`src/source/frame_consts.svh`:
```
//----------------------------------------------------------
// frame grabber constants: memory widths, bank bases,
// colour conversion coefficients and class thresholds
//----------------------------------------------------------
`ifndef FRAME_CONSTS_SVH
`define FRAME_CONSTS_SVH

//----------------------------------------------------------
// frame memory
`define FRAME_ADDR_W      16
`define FRAME_DATA_W      16
`define BANK0_BASE        16'h0000   // first odd field
`define BANK1_BASE        16'h8000   // upper half of the ram

//----------------------------------------------------------
// ycbcr to rgb, unsigned 2.8 fixed point
`define COEF_Y            10'd298    // 1.164
`define COEF_CR_R         10'd409    // 1.596
`define COEF_CR_G         10'd208    // 0.813
`define COEF_CB_G         10'd100    // 0.392
`define COEF_CB_B         10'd516    // 2.017
`define Y_OFFSET          16         // 8-bit scale
`define C_OFFSET          128

//----------------------------------------------------------
// colour classes, raw 8-bit y cb cr
`define BLACK_MAX         60
`define WHITE_MIN         190
`define GREEN_CHROMA_MAX  22000      // on cb*cb + cr*cr
`define RED_CB_MAX        130
`define RED_CR_MIN        160
`define BLUE_CB_MIN       160
`define BLUE_CR_MAX       130

// field interrupt pulse, in clk_llc cycles
`define IRQ_LEN           2

`endif
```
`src/source/bus_pkg.sv`:
```
//----------------------------------------------------------
// memory bus types: arbiter states, word address and data
//----------------------------------------------------------
`include "frame_consts.svh"

package bus_pkg;

   // frame memory arbiter
   typedef enum logic [2:0]
   {
      st_idle,          // waits for a pixel or a host read
      st_vwrite,        // one-cycle video write
      st_rd_addr,       // ram read issued
      st_rd_data,       // q latched to host_rdata
      st_rd_hold        // until host_rdx goes high
   } arb_state_t;

   typedef logic [`FRAME_ADDR_W-1:0] word_addr_t;
   typedef logic [`FRAME_DATA_W-1:0] word_t;

endpackage

```
`src/source/video_pkg.sv`:
```
//----------------------------------------------------------
// video types: colour class, rgb565 pixel, byte phase
//----------------------------------------------------------
package video_pkg;

   // colour classes, listed in classifier priority
   typedef enum logic [2:0]
   {
      class_black,
      class_white,
      class_green,
      class_red,
      class_blue,
      class_natural     // no forcing, converted value
   } color_class_t;

   // one frame memory word
   typedef struct packed
   {
      logic [4:0] red;
      logic [5:0] green;
      logic [4:0] blue;
   } rgb565_t;

   // byte slot in a two-group block: cb y cr y cb y cr y
   // only slots 0..2 feed the converter
   typedef logic [2:0] byte_phase_t;

endpackage

```
`src/source/frame_ifs.sv`:
```
//----------------------------------------------------------
// frame grabber internal interfaces: pixel write path and
// frame memory port
//----------------------------------------------------------

//----------------------------------------------------------
// pixel write, timing side drives addr/bank and the
// converter drives wr/data
interface pix_wr_if
   import bus_pkg::*, video_pkg::*;
   ();

   logic       wr;      // one-cycle strobe
   word_addr_t addr;    // bank base plus pixel count
   rgb565_t    data;
   logic       bank;    // bank being filled

   modport source (output wr, addr, data, bank);
   modport sink   (input  wr, addr, data, bank);

endinterface

//----------------------------------------------------------
// single-port ram, q one cycle after rden
interface mem_port_if
   import bus_pkg::*;
   ();

   word_addr_t addr;
   word_t      wdata;
   logic       wren;
   logic       rden;
   word_t      q;

   modport master (output addr, wdata, wren, rden, input q);
   modport slave  (input  addr, wdata, wren, rden, output q);

endinterface

```
`src/source/mem_arbiter.sv`:
```
//----------------------------------------------------------
// frame memory arbiter: video writes against host reads,
// one pending pixel, host wait generation
//----------------------------------------------------------
`include "frame_consts.svh"

module mem_arbiter
   import bus_pkg::*;
(
   input  logic       clk_llc,
   input  logic       resetx,
   pix_wr_if.sink     pix,
   mem_port_if.master mem,
   input  word_addr_t host_addr,
   input  logic       host_csx,
   input  logic       host_rdx,
   output word_t      host_rdata,
   output logic       host_waitx
);

   arb_state_t state;
   arb_state_t state_next;
   logic       rd_req;       // host strobes both low
   logic       pend_vld;
   word_addr_t pend_addr;
   word_t      pend_data;

   assign rd_req = ~host_csx & ~host_rdx;

   //----------------------------------------------------------
   // pending pixel, one entry
   always_ff @(posedge clk_llc or negedge resetx)
   begin
      if (!resetx)
         pend_vld <= 1'b0;
      else if (pix.wr)
         pend_vld <= 1'b1;
      else if (state == st_vwrite)
         pend_vld <= 1'b0;
   end

   always_ff @(posedge clk_llc)
   begin
      if (pix.wr)
      begin
         // bank bit picks the ram half
         pend_addr <= {pix.bank, pix.addr[`FRAME_ADDR_W-2:0]};
         pend_data <= pix.data;
      end
   end

   //----------------------------------------------------------
   // state machine
   always_ff @(posedge clk_llc or negedge resetx)
   begin
      if (!resetx)
         state <= st_idle;
      else
         state <= state_next;
   end

   always_comb
   begin
      state_next = state;
      case (state)
         st_idle:
            if (pend_vld)
               state_next = st_vwrite;       // video first
            else if (rd_req)
               state_next = st_rd_addr;
         st_vwrite:
            state_next = rd_req ? st_rd_addr : st_idle;
         st_rd_addr:
            state_next = st_rd_data;
         st_rd_data:
            state_next = st_rd_hold;
         st_rd_hold:
            if (host_rdx)
               state_next = st_idle;
         default:
            state_next = st_idle;
      endcase
   end

   assign mem.wren  = (state == st_vwrite);
   assign mem.rden  = (state == st_rd_addr);
   assign mem.addr  = (state == st_vwrite) ? pend_addr : host_addr;
   assign mem.wdata = pend_data;

   // low until host_rdata holds the word
   assign host_waitx = ~((state == st_rd_addr) | (state == st_rd_data) |
                         ((state == st_vwrite) & rd_req));

   always_ff @(posedge clk_llc)
   begin
      if (state == st_rd_data)
         host_rdata <= mem.q;
   end

   a_one_access: assert property (@(posedge clk_llc) disable iff (!resetx)
      !(mem.wren && mem.rden));
   // new pixel never lands on one still waiting
   a_idle_no_wait: assert property (@(posedge clk_llc) disable iff (!resetx)
      pix.wr |-> (!pend_vld || state == st_vwrite));
   // 2 wait cycles, 3 behind a pending pixel
   a_wait_bound: assert property (@(posedge clk_llc) disable iff (!resetx)
      $fell(host_waitx) |-> ##[1:3] host_waitx);

endmodule

```
`src/flat_wrapper.sv`:
```
// flat-port wrapper written by rule: the top's interface ports become plain ports
module mem_arbiter_flat import bus_pkg::*;
  (clk_llc, resetx, host_addr, host_csx, host_rdx, host_rdata, host_waitx, pix_wr, pix_addr, pix_data, pix_bank, mem_addr, mem_wdata, mem_wren, mem_rden, mem_q);
  pix_wr_if pix_i ();
  mem_port_if mem_i ();
  input  logic clk_llc;
  input  logic resetx;
  input  word_addr_t host_addr;
  input  logic host_csx;
  input  logic host_rdx;
  output word_t host_rdata;
  output logic host_waitx;
  input wire logic [$bits(pix_i.wr)-1:0] pix_wr;
  input wire logic [$bits(pix_i.addr)-1:0] pix_addr;
  input wire logic [$bits(pix_i.data)-1:0] pix_data;
  input wire logic [$bits(pix_i.bank)-1:0] pix_bank;
  output wire logic [$bits(mem_i.addr)-1:0] mem_addr;
  output wire logic [$bits(mem_i.wdata)-1:0] mem_wdata;
  output wire logic [$bits(mem_i.wren)-1:0] mem_wren;
  output wire logic [$bits(mem_i.rden)-1:0] mem_rden;
  input wire logic [$bits(mem_i.q)-1:0] mem_q;
  assign pix_i.wr = pix_wr;
  assign pix_i.addr = pix_addr;
  assign pix_i.data = pix_data;
  assign pix_i.bank = pix_bank;
  assign mem_addr = mem_i.addr;
  assign mem_wdata = mem_i.wdata;
  assign mem_wren = mem_i.wren;
  assign mem_rden = mem_i.rden;
  assign mem_i.q = mem_q;
  mem_arbiter u_core (.clk_llc(clk_llc), .resetx(resetx), .pix(pix_i), .mem(mem_i), .host_addr(host_addr), .host_csx(host_csx), .host_rdx(host_rdx), .host_rdata(host_rdata), .host_waitx(host_waitx));
endmodule
```
`config.mk`:
```
export PLATFORM = sky130hd
export DESIGN_NAME = mem_arbiter_flat
export DESIGN_NICKNAME = d
export VERILOG_FILES = /design/src/source/bus_pkg.sv /design/src/source/video_pkg.sv /design/src/source/frame_ifs.sv /design/src/source/mem_arbiter.sv /design/src/flat_wrapper.sv
export VERILOG_INCLUDE_DIRS = /design/src /design/src/source
export SDC_FILE = /design/constraint.sdc
export NUM_CORES = 1
export LEC_CHECK = 0
export ABC_CLOCK_PERIOD_IN_PS = 1500
export BUFFER_PORTS_ARGS = -buffer_cell sky130_fd_sc_hd__buf_2
export CELL_PAD_IN_SITES_DETAIL_PLACEMENT = 0
export CELL_PAD_IN_SITES_GLOBAL_PLACEMENT = 1
export CORE_MARGIN = 2
export CORE_UTILIZATION = 32
export DETAILED_ROUTE_END_ITERATION = 7
export HOLD_SLACK_MARGIN = 0.03
export PLACE_DENSITY_LB_ADDON = 0.15
export SYNTH_ARGS = -nofsm -noshare
export SYNTH_HDL_FRONTEND = slang
export SYNTH_SLANG_ARGS = --single-unit
export TNS_END_PERCENT = 1
```
`constraint.sdc`:
```
create_clock -name clk_llc -period 1.5 [get_ports clk_llc]
set_input_delay 0.075 -clock clk_llc [delete_from_list [all_inputs] [get_ports clk_llc]]
set_output_delay 0.075 -clock clk_llc [all_outputs]
set_load 0.01 [all_outputs]
```
==> results.json, run 1 <==
{
  "drt_first_pass_iters": 4,
  "yosys_warnings": 0,
  "finalNetCount": 340,
  "clock_latency_at_the_later_pin_of_the_worst_skew_pair_ns": 0.29,
  "power.net_switching_mw": 1.300,
  "htree_num_levels": 2,
  "cpMostUsedCell": "buf_6",
  "route.vias.total": 1453,
  "remaining_drc_errors": 0,
  "finalWeightedCongestion": 0.6718,
  "worstPathRequired_ns": 1.42,
  "synthDistinctLibCells": 18,
  "combPwrFrac_pct": 43.3,
  "antenna_cells": 0,
  "dpl_worst_slack_ns": 0.08468,
  "fp-row-count": 27,
  "first_pass_grt_wire_length_mm": 7.362,
  "internal_mw": 3.335,
  "finalClockSkew_ns": 0.001743,
  "detail_route.wl_per_cell_um": 14.28,
  "power.sequential.fraction_pct": 41.0,
  "initial_core_util_pct": 33.53,
  "grt_pass1_vias": 1632,
  "grt_max_degree": 20,
  "tritoncts.num_buffers": 5,
  "worst_r2r_path_depth": 3,
  "tightestPinTransition_ns": 0.3779,
  "buffer_ports.inserted": 119,
  "critical_path.cell_chain": "nor3b_4 > buf_6 > buf_6 > mux2_4 > buf_6",
  "postSynthRegisterBits": 52,
  "final-max-slew-violation-count": 0,
  "setup.worst_path.class": "reg2out",
  "via_per_inst": 4.249,
  "cp_slowest_cell": "dfrtp_1",
  "avgSynthCellArea_um2": 22.12,
  "worstSetupEndpointType": "output port",
  "highest_net_fanout_along_the_worst_path": 4,
  "worst_ep_arrival_time_ns": 1.64,
  "postLayoutSetupSlackWorst_ns": -0.2192,
  "fraction_of_layout_instances_using_a_drive_strength_above_1_pct": 57.41,
  "cts_tree": "done",
  "worst_min_path_class": "in2async",
  "synth_cells": 85,
  "design_power_total_mw": 4.635,
  "place.detailed.hpwl_mm": 3.017,
  "peakVddDrop_mv": 1.031,
  "numClockSinks": 52,
  "grt_overflow": 0,
  "globalRouteTotalUtil_pct": 15.41,
  "share_of_total_power_consumed_by_net_switching_pct": 28.06,
  "hold-worst-slack_ns": 0.1053,
  "syn_to_final_growth_pct": 79.71,
  "fmax_ghz": 0.5817,
  "outcome": "finished, violations left",
  "worst_slew_margin_rel_pct": 74.81,
  "utilization_pct": 60.26,
  "netlist.top_cell.by_area": "edfxtp_1",
  "die-area_um2": 6506,
  "timing.reg2reg.setup_slack_ns": 0.21,
  "ys_seq_area_share_pct": 81.97,
  "cellLeakagePower_nw": 1.500,
  "power-per-cell-area_nw_per_um2": 1372,
  "ios": 121,
  "report.final.hold_viol_count": 0,
  "failed_checks": "setup timing",
  "cts.path.max_buffers": 2,
  "clock_share_of_power_pct": 15.7,
  "min_period_ns": 1.719,
  "synth.area.top_cells": "edfxtp_1 77%, mux2_4 6.4%, dfrtp_1 5.3%",
  "grt_setup_unrepaired": "true",
  "grt_antenna_before_repair": 0,
  "drt_iter0_markers": 41,
  "core_area_um2": 5608,
  "die_w_um": 80.66,
  "maxCapViolations": 0,
  "totalWireLength_mm": 4.883,
  "netlist_area_um2": 1881,
  "synth_fp_nets": 155,
  "cts.clk_slew.worst_paths_ns": 0.09,
  "setup-violations-final": 16,
  "ctsRootBufferMaster": "clkbuf_8",
  "final_antenna_net_count": 0,
  "final.period_utilization_pct": 114.6,
  "synth.top_cell.area_share_pct": 76.65,
  "worst_path_largest_cell_delay_ns": 0.41,
  "critical_path.startpoint_type": "flip-flop",
  "floorplan.die.height_um": 80.66
}
## area by class of cell
cell class	count	area, um2
Tap cell	72	90.09
Inverter	1	3.754
Timing Repair Buffer	180	1328
Fill cell	440	2228
Sequential cell	52	1541
Multi-Input combinational cell	30	340.3
Clock inverter	2	7.507
Clock buffer	5	68.82
## Yosys cell counts
library cell and instances:
edfxtp_1 48, mux2_2 8, mux2_4 8, dfrtp_1 4, a21oi_1 2, nor2_1 2
or2_2 2, a211oi_1 1, and3b_1 1, buf_12 1, buf_6 1, inv_1 1
nand2b_1 1, nor3_1 1, nor3b_1 1, nor3b_2 1, nor4b_1 1, o21bai_1 1
## per-layer routing
layer  share of wire, %  global-route usage (%)  vias to the layer above
met5                  0                       0                        -
met4                1.1                   5.254                        0
met3                8.3                   5.506                        4
met2                 53                   28.25                       78
met1                 37                   16.22                      674
li1                   -                       -                      697
## critical path, delay by kind of cell, from the launching register on
family | cells | cell delay (ns)
muxes | 1 | 0.31
buffers and inverters | 3 | 0.38
and+or+nand+nor | 1 | 0.24
DFF | 1 | 0.41
## registers in the layout, summed over array words and instances (netlist names)
register and cells:
u_core.pend_addr 16, u_core.state 3, u_core.mem.wdata 16, u_core.host_rdata 16, u_core.pend_vld 1
## cell families after synthesis
| logic type | synth area share (%) |
|---|---|
| buffers and inverters | 1.863 |
| and+or+nand+nor | 3.660 |
| AOI/OAI and AO/OA | 1.331 |
| muxes | 11.18 |
| DFF | 81.97 |
## cell usage in the layout (no fill, tap or decap), types with 2 or more instances in the layout
cell           instances
edfxtp_1              48
mux2_4                16
buf_12                 2
or2_2                  2
clkbuf_8               5
dlygate4sd3_1         49
dfrtp_1                4
buf_6                 21
buf_2                103
a21oi_1                2
clkinv_1               2
nor2_1                 2
buf_4                  4
## final timing paths
| path | start | to |
|---|---|---|
| max | u_core.state[1]$_DFFE_PN0P_ | mem_addr[4] |
| min | resetx | u_core.state[1]$_DFFE_PN0P_ |
| max reg2reg | u_core.state[2]$_DFFE_PN0P_ | u_core.host_rdata[10]$_DFFE_PN_ |
| min reg2reg | u_core.pend_vld$_DFFE_PN0P_ | u_core.pend_vld$_DFFE_PN0P_ |
| max in group asynchronous | resetx | u_core.pend_vld$_DFFE_PN0P_ |
| min in group clk_llc | host_csx | u_core.state[1]$_DFFE_PN0P_ |
## power by group through the flow
stage               clock network, mW  registers, mW  logic, mW
finish                          0.727           1.90       2.01
global route                    0.826           1.92       2.16
CTS                             0.756           1.90       1.82
detailed placement                  0           1.93       1.41
global placement                    0           1.92       1.39
floorplan                           0           2.02      0.742
## what timing repair did
action                     4_1_cts  5_1_grt
gates resized for setup         12       25
setup buffers                    2        4
cloned                           1        1
pin swaps                        1        1
hold buffers                    49        0
setup endpoints to repair       16       17
hold endpoints to repair        52        0
## per-stage QoR
stage,TNS (ns),std cells,cell area (um2)
2_1_floorplan,0,85,1881
3_3_place_gp,0,280,2624
3_5_place_dp,0,280,2624
4_1_cts,-3.718,339,3297
5_1_grt,-4.402,342,3379
6_report,-3.225,342,3379
(Power assumes the default switching activity.)
==> run 2, diff against run 1 <==
Settings changed: TNS_END_PERCENT 1 to 50.
==> run 2 against run 1 <==
Net effect: design area stayed put; clock skew stayed put; non-clock buffer count stayed put; highest routed layer unchanged; sequential cell count stayed put; critical path type unchanged; combinational power hardly changed; the run still ends with setup timing left.
==> results.json, run 2 (synthesized netlist as in run 1, its figures left out) <==
{
  "outcome": "finished, violations left",
  "failed_checks": "setup timing",
  "critPathTopFamily": "flip-flops",
  "route.vias.total": 1453,
  "maxCapViolations": 0,
  "placement.cell_area_um2": 2624,
  "tightestPinTransition_ns": 0.3779,
  "hold-worst-slack_ns": 0.1053,
  "most-common-layout-cells": "103 x buf_2, 49 x dlygate4sd3_1, 48 x edfxtp_1",
  "ios": 121,
  "fillerInstances": 440,
  "timing.reg2reg.setup_slack_ns": 0.21,
  "totalWireLength_mm": 4.883,
  "report.final.hold_viol_count": 0,
  "setup.worst_path.class": "reg2out",
  "finalNetCount": 340,
  "worst_min_path_class": "in2async",
  "cellLeakagePower_nw": 1.500,
  "power-per-cell-area_nw_per_um2": 1372,
  "peakVddDrop_mv": 1.031,
  "critical_path.reg2reg.endpoint": "u_core.host_rdata[10]$_DFFE_PN_",
  "final.period_utilization_pct": 114.6,
  "worst_slew_margin_rel_pct": 74.81,
  "clock_latency_at_the_later_pin_of_the_worst_skew_pair_ns": 0.29,
  "utilization_pct": 60.26,
  "cts_tree": "done",
  "worstSetupEndpointType": "output port",
  "cp_slowest_cell": "dfrtp_1",
  "cts.clk_slew.worst_paths_ns": 0.09,
  "critical_path.n_buffers_inverters": 3,
  "multi_input_comb_area_um2": 340.3,
  "worst_r2r_path_depth": 3,
  "final-max-slew-violation-count": 0,
  "critical_path.startpoint_type": "flip-flop",
  "final_antenna_net_count": 0,
  "finalSetupTns_ns": -3.225,
  "reg2reg_from": "u_core.state[2]$_DFFE_PN0P_",
  "fp-row-count": 27,
  "die-area_um2": 6506,
  "grt_overflow": 0,
  "ctsRootBufferMaster": "clkbuf_8",
  "floorplan.die.height_um": 80.66,
  "fraction_of_layout_instances_using_a_drive_strength_above_1_pct": 57.41,
  "tritoncts.num_buffers": 5,
  "cpMostUsedCell": "buf_6",
  "first_pass_grt_wire_length_mm": 7.362,
  "htree_num_levels": 2,
  "grt_antenna_before_repair": 0,
  "worst_path_largest_cell_delay_ns": 0.41,
  "postLayoutSetupSlackWorst_ns": -0.2192,
  "worstPathRequired_ns": 1.42,
  "initial_core_util_pct": 33.53,
  "finalWeightedCongestion": 0.6718,
  "antenna_cells": 0,
  "critPathCapture": "mem_addr[4]",
  "min_period_ns": 1.719,
  "cp-startpoint": "u_core.state[1]$_DFFE_PN0P_",
  "layout.area.seq_um2": 1541,
  "drt_first_pass_iters": 4,
  "worst-path-stages": 5,
  "grt_max_degree": 20,
  "layout_commonest_cell": "buf_2",
  "core_area_um2": 5608,
  "drt_iter0_markers": 41,
  "worst_ep_arrival_time_ns": 1.64,
  "via_per_inst": 4.249,
  "cts.path.max_buffers": 2,
  "grt_pass1_vias": 1632,
  "grt_setup_unrepaired": "true",
  "critical_path.cell_chain": "nor3b_4 > buf_6 > buf_6 > mux2_4 > buf_6",
  "buffer_ports.inserted": 119,
  "finalClockSkew_ns": 0.001743,
  "numClockSinks": 52,
  "die_w_um": 80.66,
  "detail_route.wl_per_cell_um": 14.28,
  "setup-violations-final": 16,
  "place.detailed.hpwl_mm": 3.017,
  "globalRouteTotalUtil_pct": 15.41,
  "syn_to_final_growth_pct": 79.71,
  "fmax_ghz": 0.5817,
  "highest_net_fanout_along_the_worst_path": 4,
  "remaining_drc_errors": 0,
  "finalInstanceArea_um2": 3379
}
[run 2: how the worst min path moves through the flow]
| stage | end | slack, ns |
|---|---|---|
| 2_1_floorplan | u_core.pend_vld$_DFFE_PN0P_ | -0.22 |
| 3_3_place_gp | u_core.state[2]$_DFFE_PN0P_ | -0.12 |
| 3_5_place_dp | u_core.state[2]$_DFFE_PN0P_ | -0.11 |
| 4_1_cts | u_core.state[0]$_DFFE_PN0P_ | 0.1 |
| 5_1_grt | u_core.state[1]$_DFFE_PN0P_ | 0.09 |
| 6_report | u_core.state[1]$_DFFE_PN0P_ | 0.11 |
[run 2: cell type report]
class / instances / area share, %
flip-flops and latches: 52 / 45.61
repair buffers: 180 / 39.28
multi-input cells: 30 / 10.07
well taps: 72 / 2.666
clock buffers: 5 / 2.036
clock inverters: 2 / 0.2221
inverters: 1 / 0.1111
[run 2: report_power, final]
group	internal, mW	leakage, nW	total, mW	switching, mW
Clock	0.309	0.0391	0.727	0.418
Sequential	1.82	0.508	1.90	0.0758
Combinational	1.20	0.953	2.01	0.807
[run 2: metrics by stage]
step	std cells	power, mW	setup slack, ns
floorplan	85	2.760	0.1502
finish	342	4.635	-0.2192
CTS	339	4.481	-0.2459
detailed placement	280	3.347	0.08468
global route	342	4.910	-0.2921
global placement	280	3.314	0.1240
[run 2: worst register-to-register path, stage by stage (launching register included)]
cell and delay [ns]:
dfrtp_1 0.41, buf_4 0.16, and3b_1 0.27, buf_12 0.17
[run 2: layer usage]
layer / up-vias / global-route usage, % / wire length, um
met5: - / 0 / 0
met4: 0 / 5.254 / 53
met3: 4 / 5.506 / 407
met2: 78 / 28.25 / 2592
met1: 674 / 16.22 / 1831
li1: 697 / - / -
[run 2: repair_timing]
item / 4_1_cts / 5_1_grt
setup endpoints to repair: 16 / 17
endpoints found under the hold margin: 52 / 0
pin swaps: 1 / 1
gates cloned: 1 / 1
hold buffers: 49 / 0
resized for setup: 12 / 25
setup buffers: 2 / 4
